==> config.mk <==
export PLATFORM = sky130hd
export DESIGN_NAME = load_unit_top
export DESIGN_NICKNAME = d
export VERILOG_FILES = /design/src/hdl/load_unit_pkg.sv /design/src/hdl/load_meta_if.sv /design/src/hdl/load_request_ctrl.sv /design/src/hdl/load_retire.sv /design/src/hdl/load_data_align.sv /design/src/hdl/load_unit_top.sv
export VERILOG_INCLUDE_DIRS = /design/src /design/src/hdl
export SDC_FILE = /design/constraint.sdc
export NUM_CORES = 1
export LEC_CHECK = 0
export BUFFER_PORTS_ARGS = -buffer_cell sky130_fd_sc_hd__buf_2
export CAP_MARGIN = 20
export CELL_PAD_IN_SITES_DETAIL_PLACEMENT = 1
export CELL_PAD_IN_SITES_GLOBAL_PLACEMENT = 2
export CORE_ASPECT_RATIO = 0.5
export CORE_UTILIZATION = 16
export CTS_CLUSTER_SIZE = 40
export DETAILED_ROUTE_END_ITERATION = 8
export MAX_ROUTING_LAYER = met4
export PLACE_DENSITY = 0.83
export SLEW_MARGIN = 10
export SYNTH_ARGS = -nofsm -noshare
export SYNTH_HDL_FRONTEND = slang
export SYNTH_HIERARCHICAL = 1
export SYNTH_SLANG_ARGS = --single-unit
==> constraint.sdc <==
create_clock -name clk_i -period 2.2 [get_ports clk_i]
set_input_delay 0.33 -clock clk_i [delete_from_list [all_inputs] [get_ports clk_i]]
set_output_delay 0.33 -clock clk_i [all_outputs]
set_load 0.01 [all_outputs]
==> src/hdl/load_unit_consts.svh <==
// ----------------------------------------------------------
// load unit widths
// address, data, cache index/tag, byte offset and
// transaction id widths shared by all load unit blocks
// ----------------------------------------------------------
`ifndef LOAD_UNIT_CONSTS_SVH
`define LOAD_UNIT_CONSTS_SVH

// virtual and physical address widths of the core
`define LU_VADDR_W 64
`define LU_PADDR_W 56

// the data cache returns one doubleword per response
`define LU_DATA_W 64

// the index is the untranslated low part of the virtual address
`define LU_INDEX_W 12
// the tag is physical address bits 55 down to 12
`define LU_TAG_W 44

// byte position inside a doubleword
`define LU_OFFSET_W 3

`define LU_TRANS_ID_W 3

`endif

==> src/hdl/load_unit_pkg.sv <==
// ----------------------------------------------------------
// load unit types
// load operation codes and the request controller states
// ----------------------------------------------------------
package load_unit_pkg;

    // load operations understood by the unit
    // the U variants zero-extend, the others sign-extend
    typedef enum logic [2:0] {
        LD,
        LW,
        LWU,
        LH,
        LHU,
        LB,
        LBU
    } load_op_e;

    // states of the request FSM
    // IDLE and SEND_TAG are the two states that may take a new load
    // ABORT_TRANSACTION kills a request after a TLB miss at grant
    // WAIT_TRANSLATION holds the translation request until the TLB hits
    // WAIT_FLUSH kills whatever was outstanding when the flush came in
    typedef enum logic [2:0] {
        IDLE,
        WAIT_GNT,
        SEND_TAG,
        WAIT_PAGE_OFFSET,
        ABORT_TRANSACTION,
        WAIT_TRANSLATION,
        WAIT_FLUSH
    } load_state_e;

endpackage

==> src/hdl/load_meta_if.sv <==
// ----------------------------------------------------------
// load metadata bundle
// carries the metadata of a popped load from the request
// controller to the retire stage and the data aligner
// ----------------------------------------------------------
`include "load_unit_consts.svh"

interface load_meta_if;

    // one-cycle strobe in the cycle the load is popped
    logic                          capture;
    logic [`LU_TRANS_ID_W-1:0]     trans_id;
    logic [`LU_OFFSET_W-1:0]       offset;
    load_unit_pkg::load_op_e       op;
    // high while a response must not retire
    logic                          resp_block;

    // the controller drives everything
    modport ctrl (output capture, trans_id, offset, op, resp_block);

    // retire and align stages only listen
    modport sink (input capture, trans_id, offset, op, resp_block);

endinterface

==> src/hdl/load_request_ctrl.sv <==
// ----------------------------------------------------------
// load request controller
// runs the request FSM towards the data cache and the TLB,
// handles grant wait, page offset stall, TLB miss retry and
// flush, and hands the metadata of popped loads downstream
// ----------------------------------------------------------
`include "load_unit_consts.svh"

module load_request_ctrl (
    input  logic                          clk_i,
    input  logic                          rst_ni,
    input  logic                          flush_i,
    // request side
    input  logic                          valid_i,
    input  logic [`LU_VADDR_W-1:0]        vaddr_i,
    input  logic [`LU_TRANS_ID_W-1:0]     trans_id_i,
    input  load_unit_pkg::load_op_e       op_i,
    output logic                          pop_ld_o,
    // translation side
    output logic                          translation_req_o,
    input  logic [`LU_PADDR_W-1:0]        paddr_i,
    input  logic                          dtlb_hit_i,
    // store buffer address check
    input  logic                          page_offset_match_i,
    // data cache request side
    output logic                          data_req_o,
    input  logic                          data_gnt_i,
    output logic [`LU_INDEX_W-1:0]        address_index_o,
    output logic [`LU_TAG_W-1:0]          address_tag_o,
    output logic [1:0]                    data_size_o,
    output logic                          kill_req_o,
    output logic                          tag_valid_o,
    // metadata towards retire and align
    load_meta_if.ctrl                     meta
);

    load_unit_pkg::load_state_e state_d, state_q;

    // high in the states that can take a fresh load
    logic accept_new;
    // high when a cache request goes out this cycle
    logic issue;

    // log2 of the access size in bytes
    function automatic logic [1:0] transfer_size(input load_unit_pkg::load_op_e op);
        case (op)
            load_unit_pkg::LW, load_unit_pkg::LWU: transfer_size = 2'd2;
            load_unit_pkg::LH, load_unit_pkg::LHU: transfer_size = 2'd1;
            load_unit_pkg::LB, load_unit_pkg::LBU: transfer_size = 2'd0;
            default:                               transfer_size = 2'd3;
        endcase
    endfunction

    // ------------------------------------------------------------
    // address split
    // ------------------------------------------------------------
    // the index is sent in the request cycle straight from the virtual address
    assign address_index_o = vaddr_i[`LU_INDEX_W-1:0];
    // the tag follows a cycle later once the translation is known
    assign address_tag_o   = paddr_i[`LU_PADDR_W-1:`LU_INDEX_W];
    assign data_size_o     = transfer_size(op_i);

    // ------------------------------------------------------------
    // request FSM
    // ------------------------------------------------------------
    assign accept_new = (state_q == load_unit_pkg::IDLE) || (state_q == load_unit_pkg::SEND_TAG);

    // WAIT_GNT keeps the request up, a new load raises it unless a store overlaps
    assign issue = (state_q == load_unit_pkg::WAIT_GNT) ||
                   (accept_new && valid_i && !page_offset_match_i);

    always_comb begin
        state_d           = state_q;
        translation_req_o = 1'b0;
        data_req_o        = 1'b0;
        kill_req_o        = 1'b0;
        tag_valid_o       = 1'b0;
        pop_ld_o          = 1'b0;

        case (state_q)
            load_unit_pkg::WAIT_PAGE_OFFSET: begin
                // retry the request once the older store no longer overlaps
                if (!page_offset_match_i) begin
                    state_d = load_unit_pkg::WAIT_GNT;
                end
            end
            load_unit_pkg::SEND_TAG: begin
                // the translation was a hit at grant so the tag is good
                tag_valid_o = 1'b1;
                state_d     = load_unit_pkg::IDLE;
            end
            load_unit_pkg::ABORT_TRANSACTION: begin
                // free the cache port so the page table walker can get through
                kill_req_o  = 1'b1;
                tag_valid_o = 1'b1;
                state_d     = load_unit_pkg::WAIT_TRANSLATION;
            end
            load_unit_pkg::WAIT_TRANSLATION: begin
                translation_req_o = 1'b1;
                if (dtlb_hit_i) begin
                    state_d = load_unit_pkg::WAIT_GNT;
                end
            end
            load_unit_pkg::WAIT_FLUSH: begin
                // the cache side only acts on this if a request is outstanding
                kill_req_o  = 1'b1;
                tag_valid_o = 1'b1;
                state_d     = load_unit_pkg::IDLE;
            end
            default: begin
                // IDLE and WAIT_GNT are fully handled by the request decision below
            end
        endcase

        // a new load starts translating right away, even if it has to stall
        if (accept_new && valid_i) begin
            translation_req_o = 1'b1;
            if (page_offset_match_i) begin
                state_d = load_unit_pkg::WAIT_PAGE_OFFSET;
            end
        end

        // shared grant handling for new loads and the grant wait
        if (issue) begin
            translation_req_o = 1'b1;
            data_req_o        = 1'b1;
            if (!data_gnt_i) begin
                state_d = load_unit_pkg::WAIT_GNT;
            end else if (dtlb_hit_i) begin
                state_d  = load_unit_pkg::SEND_TAG;
                pop_ld_o = 1'b1;
            end else begin
                state_d = load_unit_pkg::ABORT_TRANSACTION;
            end
        end

        // a flush always passes through WAIT_FLUSH to kill what is in flight
        if (flush_i) begin
            state_d = load_unit_pkg::WAIT_FLUSH;
        end
    end

    always_ff @(posedge clk_i or negedge rst_ni) begin
        if (!rst_ni) begin
            state_q <= load_unit_pkg::IDLE;
        end else begin
            state_q <= state_d;
        end
    end

    // ------------------------------------------------------------
    // metadata
    // ------------------------------------------------------------
    assign meta.capture    = pop_ld_o;
    assign meta.trans_id   = trans_id_i;
    assign meta.offset     = vaddr_i[`LU_OFFSET_W-1:0];
    assign meta.op         = op_i;
    // responses seen while killing or retranslating belong to a dead request
    assign meta.resp_block = state_q inside {load_unit_pkg::ABORT_TRANSACTION,
                                             load_unit_pkg::WAIT_TRANSLATION,
                                             load_unit_pkg::WAIT_FLUSH};

endmodule

==> src/hdl/load_retire.sv <==
// ----------------------------------------------------------
// load retire stage
// keeps the id of the outstanding load and flags a response
// as valid unless the controller is killing the request
// ----------------------------------------------------------
`include "load_unit_consts.svh"

module load_retire (
    input  logic                          clk_i,
    input  logic                          rst_ni,
    input  logic                          data_rvalid_i,
    load_meta_if.sink                     meta,
    output logic                          valid_o,
    output logic [`LU_TRANS_ID_W-1:0]     trans_id_o
);

    logic [`LU_TRANS_ID_W-1:0] trans_id_q;

    // the id of the popped load is taken in the pop cycle
    always_ff @(posedge clk_i or negedge rst_ni) begin
        if (!rst_ni) begin
            trans_id_q <= '0;
        end else if (meta.capture) begin
            trans_id_q <= meta.trans_id;
        end
    end

    // responses to a killed or flushed request are dropped here
    assign valid_o    = data_rvalid_i && !meta.resp_block;
    assign trans_id_o = trans_id_q;

endmodule

==> src/hdl/load_data_align.sv <==
// ----------------------------------------------------------
// load data aligner
// shifts the returned doubleword down to the accessed bytes
// and zero- or sign-extends it to the full register width
// ----------------------------------------------------------
`include "load_unit_consts.svh"

module load_data_align (
    input  logic                          clk_i,
    input  logic                          rst_ni,
    input  logic [`LU_DATA_W-1:0]         data_rdata_i,
    load_meta_if.sink                     meta,
    output logic [`LU_DATA_W-1:0]         result_o
);

    logic [`LU_OFFSET_W-1:0]  offset_q;
    load_unit_pkg::load_op_e  op_q;
    // index of the byte that carries the sign, worked out at capture
    logic [`LU_OFFSET_W-1:0]  idx_d, idx_q;
    logic                     signed_d, signed_q;
    logic [`LU_DATA_W-1:0]    shifted_data;
    // top bit of every byte in the returned doubleword
    logic [7:0]               sign_bits;
    logic                     sign_bit;

    // ------------------------------------------------------------
    // pre-decode at capture
    // ------------------------------------------------------------
    assign signed_d = meta.op inside {load_unit_pkg::LW, load_unit_pkg::LH, load_unit_pkg::LB};

    // a word ends three bytes above its offset, a halfword one byte above
    assign idx_d = (meta.op inside {load_unit_pkg::LW, load_unit_pkg::LWU}) ? meta.offset + 3'd3 :
                   (meta.op inside {load_unit_pkg::LH, load_unit_pkg::LHU}) ? meta.offset + 3'd1 :
                                                                              meta.offset;

    always_ff @(posedge clk_i or negedge rst_ni) begin
        if (!rst_ni) begin
            offset_q <= '0;
            op_q     <= load_unit_pkg::LD;
            idx_q    <= '0;
            signed_q <= 1'b0;
        end else if (meta.capture) begin
            offset_q <= meta.offset;
            op_q     <= meta.op;
            idx_q    <= idx_d;
            signed_q <= signed_d;
        end
    end

    // ------------------------------------------------------------
    // realign and extend
    // ------------------------------------------------------------
    assign shifted_data = data_rdata_i >> {offset_q, 3'b000};

    // picking the sign from the unshifted data runs in parallel with the shifter
    assign sign_bits = {data_rdata_i[63], data_rdata_i[55], data_rdata_i[47], data_rdata_i[39],
                        data_rdata_i[31], data_rdata_i[23], data_rdata_i[15], data_rdata_i[7]};

    // unsigned loads pull the fill to zero
    assign sign_bit = signed_q & sign_bits[idx_q];

    always_comb begin
        case (op_q)
            load_unit_pkg::LW, load_unit_pkg::LWU: result_o = {{32{sign_bit}}, shifted_data[31:0]};
            load_unit_pkg::LH, load_unit_pkg::LHU: result_o = {{48{sign_bit}}, shifted_data[15:0]};
            load_unit_pkg::LB, load_unit_pkg::LBU: result_o = {{56{sign_bit}}, shifted_data[7:0]};
            // a doubleword is always aligned and goes out unchanged
            default:                               result_o = shifted_data;
        endcase
    end

endmodule

==> src/hdl/load_unit_top.sv <==
// ----------------------------------------------------------
// load unit
// request controller, retire stage and data aligner joined
// by the load metadata bundle
// ----------------------------------------------------------
`include "load_unit_consts.svh"

module load_unit_top (
    input  logic                          clk_i,
    input  logic                          rst_ni,
    input  logic                          flush_i,
    // load request from issue
    input  logic                          valid_i,
    input  logic [`LU_VADDR_W-1:0]        vaddr_i,
    input  logic [`LU_TRANS_ID_W-1:0]     trans_id_i,
    input  load_unit_pkg::load_op_e       op_i,
    output logic                          pop_ld_o,
    // load result towards writeback
    output logic                          valid_o,
    output logic [`LU_TRANS_ID_W-1:0]     trans_id_o,
    output logic [`LU_DATA_W-1:0]         result_o,
    // address translation
    output logic                          translation_req_o,
    input  logic [`LU_PADDR_W-1:0]        paddr_i,
    input  logic                          dtlb_hit_i,
    // store buffer address check
    input  logic                          page_offset_match_i,
    // data cache port
    output logic                          data_req_o,
    input  logic                          data_gnt_i,
    output logic [`LU_INDEX_W-1:0]        address_index_o,
    output logic [`LU_TAG_W-1:0]          address_tag_o,
    output logic [1:0]                    data_size_o,
    output logic                          kill_req_o,
    output logic                          tag_valid_o,
    input  logic                          data_rvalid_i,
    input  logic [`LU_DATA_W-1:0]         data_rdata_i
);

    load_meta_if meta_if_i ();

    load_request_ctrl ctrl_i (
        .clk_i               (clk_i),
        .rst_ni              (rst_ni),
        .flush_i             (flush_i),
        .valid_i             (valid_i),
        .vaddr_i             (vaddr_i),
        .trans_id_i          (trans_id_i),
        .op_i                (op_i),
        .pop_ld_o            (pop_ld_o),
        .translation_req_o   (translation_req_o),
        .paddr_i             (paddr_i),
        .dtlb_hit_i          (dtlb_hit_i),
        .page_offset_match_i (page_offset_match_i),
        .data_req_o          (data_req_o),
        .data_gnt_i          (data_gnt_i),
        .address_index_o     (address_index_o),
        .address_tag_o       (address_tag_o),
        .data_size_o         (data_size_o),
        .kill_req_o          (kill_req_o),
        .tag_valid_o         (tag_valid_o),
        .meta                (meta_if_i.ctrl)
    );

    load_retire retire_i (
        .clk_i         (clk_i),
        .rst_ni        (rst_ni),
        .data_rvalid_i (data_rvalid_i),
        .meta          (meta_if_i.sink),
        .valid_o       (valid_o),
        .trans_id_o    (trans_id_o)
    );

    load_data_align align_i (
        .clk_i        (clk_i),
        .rst_ni       (rst_ni),
        .data_rdata_i (data_rdata_i),
        .meta         (meta_if_i.sink),
        .result_o     (result_o)
    );

endmodule

# Yosys cells after proc, flatten, opt, wreduce, memory -nomap -nowiden
# Cells that the tools add are included.
dict set report classes {
  add_sub_neg 2
  n_lt_le_gt_ge 1
  eq_ne 18
  shifts 1
  mux 24
  n_bitwise 1
  n_reduce_logical 21
}
# cell count
set ops {}
lappend ops {{case mux 64 bit (3 select lines)} 1}
lappend ops {{right shift 64 x 6 -> 64 bit} 1}
lappend ops {{two-way mux 3 bit} 10}
lappend ops {{== test 3 bit (second input constant)} 9}
lappend ops {{== test 3 x 2 -> 1 bit (second input constant)} 6}
lappend ops {{OR reduction 2 bit} 8}
lappend ops {{case mux 3 bit (4 select lines)} 1}
lappend ops {{two-way mux 1 bit} 10}
lappend ops {{== test 3 x 1 -> 1 bit (second input constant)} 3}
lappend ops {{case mux 2 bit (3 select lines)} 1}
lappend ops {{nonzero test 3 bit} 2}
lappend ops {{< comparator 3 x 4 -> 1 bit (second input constant)} 1}
lappend ops {{nonzero test 2 bit} 2}
lappend ops {{adder 3 x 1 -> 3 bit (second input constant)} 1}
lappend ops {{adder 3 x 2 -> 3 bit (second input constant)} 1}
lappend ops {{binary-select mux 1 bit (select 3 bit)} 1}
lappend ops {{logical AND 1 bit} 3}
lappend ops {{zero test 3 bit} 1}
lappend ops {{OR reduction 3 bit} 1}
lappend ops {{zero test 1 bit} 2}
lappend ops {{logical OR 1 bit} 2}
lappend ops {{bitwise AND 1 bit} 1}
dict set report totals {
  ff_bits 16
  inputBits 198
  output_inout_bits 131
  elab_cells 74
}

# Depth between registers and ports, before layout
dict set report depth {
  depth_word 7
  depth_mapped 8
  depth_no_buf 6
}

# Cells and area by module
# Netlist, hierarchy kept.
# mod instances cells_each area_each_um2
set by_module_without_submodules {}
lappend by_module_without_submodules {load_data_align 1 347 2585.0}
lappend by_module_without_submodules {load_request_ctrl 1 104 822.0}
lappend by_module_without_submodules {load_retire 1 7 115.1}

# Worst setup path before layout
# Ideal clock, no wire load.
dict set report synth_timing {
  kind {reg-to-reg}
  from {reg ctrl_i.state_q[0]}
  to {reg align_i.op_q[0]}
  setup_time_ps 125
  arrival_time_ps 2215
  required_time_ps 2075
  setup_slack_ps -140
  stages_incl_launch_ff 8
  n_path_buf 3
  cell_sequence {dfrtp_1 -> buf_6 -> or3b_4 -> a21oi_4 -> and3_1 -> clkbuf_1 -> clkbuf_1 -> mux2_2}
}
dict set report synth_between {
  elab_chain_len 6
}
# element line
set synth_lines {}
lappend synth_lines {{start, declared} load_request_ctrl.sv:37} ;# load_unit_pkg::load_state_e state_d, state_q;
lappend synth_lines {{start signal, assigned} load_request_ctrl.sv:145} ;# state_q <= load_unit_pkg::IDLE;
lappend synth_lines {{start signal, assigned} load_request_ctrl.sv:147} ;# state_q <= state_d;
lappend synth_lines {{== test 3 x 2 -> 1 bit / zero test 3 bit (equally long branches)} load_request_ctrl.sv:66} ;# assign accept_new = (state_q == load_unit_pkg::IDLE) || (state_q == load_unit_pkg::SEND_TAG);
lappend synth_lines {{logical OR 1 bit} load_request_ctrl.sv:66}
lappend synth_lines {{logical AND 1 bit (2 in series)} load_request_ctrl.sv:70} ;# (accept_new && valid_i && !page_offset_match_i);
lappend synth_lines {{logical OR 1 bit *} load_request_ctrl.sv:69} ;# assign issue = (state_q == load_unit_pkg::WAIT_GNT) ||
lappend synth_lines {{two-way mux 1 bit *} load_request_ctrl.sv:124} ;# if (issue) begin
lappend synth_lines {{via meta_if_i.capture} load_meta_if.sv:11} ;# logic capture;
lappend synth_lines {{end signal, assigned} load_data_align.sv:39} ;# op_q <= load_unit_pkg::LD;
lappend synth_lines {{end signal, assigned} load_data_align.sv:44} ;# op_q <= meta.op;
lappend synth_lines {{end, declared} load_data_align.sv:17} ;# load_unit_pkg::load_op_e op_q;
# Mark *: on every way through the listed nets, which the timed path passes. The rest lies on a longest branch.
# A chain may end at the register's enable or synchronous reset.

# Worst setup path in the final report
dict set report layout_timing {
  from {reg align_i.idx_q[0]}
  to {out result_o[9]}
}
dict set report layout_between {
  elab_chain_len 4
}
# element line
set layout_lines {}
lappend layout_lines {{start, declared} load_data_align.sv:19} ;# logic [`LU_OFFSET_W-1:0] idx_d, idx_q;
lappend layout_lines {{start signal, assigned} load_data_align.sv:45} ;# idx_q <= idx_d;
lappend layout_lines {{binary-select mux 1 bit (select 3 bit)} load_data_align.sv:60} ;# assign sign_bit = signed_q & sign_bits[idx_q];
lappend layout_lines {{two-way mux 1 bit (implied by the code)} load_data_align.sv:60}
lappend layout_lines {{bitwise AND 1 bit} load_data_align.sv:60}
lappend layout_lines {{case mux 64 bit (3 select lines)} load_data_align.sv:63} ;# case (op_q)
lappend layout_lines {{end, declared} load_unit_top.sv:21} ;# output logic [`LU_DATA_W-1:0] result_o,
# Every way passes these cells. The select of a mux whose other input is x is not followed.

==> metrics.txt <==
Pre-Repair DR Iteration Count=4; leakage=0.00240 uW; Primary FF master, synth=dfrtp_1; first-pass GRT wire length=24500 um; clock period minus worst slack=2420 ps; core footprint=0.0211 mm^2; Wirelength per Cell=18.8 um; final worst setup slack=-220 ps; crit path kind=flop to primary output; Final ANT Viol Nets=0; Hold Fails Final Rpt=0; GRT overflow=0; share of the synthesized area in the top cell type=14.9%; hold slack=roughly 2.3 ps; Num CTS Buffers=3; Req. time, crit path=1870 ps; CTS tree=done; CP max stage cell=mux4_2; final net count=approximately 790; Unique masters post-synth=54; IO buf count=158; area leader, netlist=buf_4; die width=212 um; Slew headroom=65.8%; Sw Pwr=3760 uW; Int Power=~4000 uW; Max stage delay on crit path=~560 ps; final setup fails=57; clk_skew=1.42 ps; CP cell instances=mux4_2, o21ai_4, buf_12, nor3_4, buf_6, a31o_4, buf_6; fraction of layout cells with a size suffix above 1=54.9%; commonest non-fill, non-tap cell in the layout=buf_2; Post-synth EDFFs=0; P&R area growth vs syn=47.4%; CP delay by family, top=multiplexers; worst-margin pin slew=511 ps; Final Cycle Share=110%; share of synthesized registers carrying an async set or reset=100%; worst skew pair latency=240 ps; Detail Placement HPWL=12400 um; clock share of power=5.1%; flops & latches, synth=16; Cells after Synth=458; syn_area_per_cell=7.69 um^2; Critical Path Start Type=flop; H-Tree Depth=1; DR vias=4027; Max Cap Viol=0; post-synthesis sequential area ratio=11.4%; row count=37; most used cell, CP=buf_6; DRC=0; post-place setup slack=-64.8 ps; worst min path class=input port to async pin; Net Count, Synth=between 600 and 700; Die H=107 um; 1st-iter DRT viols=224; Cell Pwr Density=1480 mW/mm^2; IO Count=329; CTS clk-pin slew, worst paths=~50 ps; Warnings, synthesis=6; IR drop worst, VDD=361 uV; largest cells by area after synthesis=buf_4 15%, mux2i_1 13%, dfrtp_1 11%; Worst setup EP type=primary output; DIE AREA=0.0226 mm^2; outcome=finished with violations; Cell Area, Synth=0.00352 mm^2; hold_buf cts=0; most frequent cells in the layout=135 x buf_2, 46 x buf_4, 40 x o21ai_0; failing checks=negative setup slack; CTS sink count=16; CTS max path bufs=2; vias in the first global route=between 4000 and 5000; RD Place Congestion=between 0.9 and 1; R2R Setup Slk=330 ps; Logic pwr share=87.9%; vias per std cell=approximately 4.6; switch share=48.8%; Initial Util=16.7%; Total Routing Usage GR=14.3%; critical path arrival=2090 ps; FMAX=413 MHz; Pins Over Slew Limit=0; drt total wl=16600 um; RSZ-0062 raised after global routing=true; largest net degree at the start of global routing=50; Flop pwr share=7.0%; worst-path fanout max=6; CP bufs+invs=3; initial antenna violation count=3; CTS root buf=clkbuf_16
registers in the layout (all words and copies together) (netlist names):
register	flops
ctrl_i/state_q	3
align_i/op_q	3
align_i/idx_q	3
retire_i/trans_id_o	3
align_i/offset_q	3
align_i/signed_q	1
metrics by stage:
step	power (uW)	instance area [um^2]	TNS [ps]	util (%)	cells
2_1_floorplan	3700	3520	0	-	458
3_3_place_gp	5640	4410	-2.93	20.9	856
3_5_place_dp	5690	4410	-680	20.9	856
4_1_cts	7220	4970	-9950	23.6	875
5_1_grt	8110	5190	-12130	24.7	882
6_report	7700	5190	-8100	24.7	882
synth_stat cells (2+ instances only):
master	count
ha_1	6
o2bb2ai_1	2
a21o_1	9
a31oi_1	2
nand3_1	3
nand2_1	31
nand2b_1	6
buf_1	2
o21ai_0	61
nor2_1	22
xor2_1	3
a22oi_1	6
nor4b_1	2
a31o_2	15
mux2_2	24
clkbuf_1	18
o22ai_1	9
or2_2	2
a221oi_1	2
or3_1	3
buf_4	70
or3_4	2
xnor2_1	3
nor2b_1	6
and3_1	2
mux2i_1	47
mux4_2	2
inv_1	13
a211oi_1	2
o211ai_1	10
buf_6	4
buf_2	5
a2bb2oi_1	6
a21oi_1	21
o311ai_0	2
dfrtp_1	16
nor3_2	2
worst paths after layout:
check / cells after the start / end / start
setup / recovery: 7 / result_o[9] / align_i/idx_q[0]
hold / removal: 1 / retire_i/trans_id_o[1] / rst_ni
setup reg to reg: 6 / align_i/idx_q[2] / ctrl_i/state_q[0]
hold reg to reg: 1 / retire_i/trans_id_o[0] / retire_i/trans_id_o[0]
max in group asynchronous: 1 / align_i/offset_q[1] / rst_ni
min in group clk_i: 2 / ctrl_i/state_q[0] / flush_i
cells by family (layout without fill, tap and decap cells):
group	count (synthesis)	in the layout	synth area share (%)
other cells	0	3	0
buf+inv	114	240	20.9
compound gates	153	153	27.8
mux	74	74	23.1
flops	16	16	11.4
simple gates	89	92	13.2
fa+ha+maj	6	6	2.13
xor+xnor	6	6	1.49
power groups by stage:
stage	sequential (uW)	clock, uW	combinational (uW)
after floorplan	496	0	3200
after global placement	556	0	5080
after detailed placement	565	0	5130
after CTS	533	408	6270
after global routing	555	424	7130
final	539	393	6760
layer usage:
metal / share of wire, % / GRT usage [%] / vias to the layer above
met1: 41 / 16.6 / 2026
met3: 4.1 / 2.05 / 30
met5: 0 / - / -
met4: 2.4 / 4.92 / 0
met2: 53 / 25.5 / 108
li1: - / - / 1863
final cells by class:
type,count,area [um^2]
clock buffer,4,88.8
timing repair buffer,222,1560
inverter,14,60.1
multi-input combinational,331,2700
fill,2532,15900
sequential,16,408
antenna,3,7.51
tap,292,365
worst register-to-register path: stages, from the launching register on:
cell      delay (ps)
dfrtp_1          380
or3b_4           410
a21oi_4          210
and3_4           220
buf_12           140
nand2_1           80
o311ai_0         310
timing repair:
action                                  in CTS  in global routing
resized for setup                           83                 47
setup buffers                               12                  4
gates cloned                                 4                  0
pin swaps                                    8                  5
endpoints found under the setup margin      62                 65
Note: power is estimated with default switching activity, not from simulation.
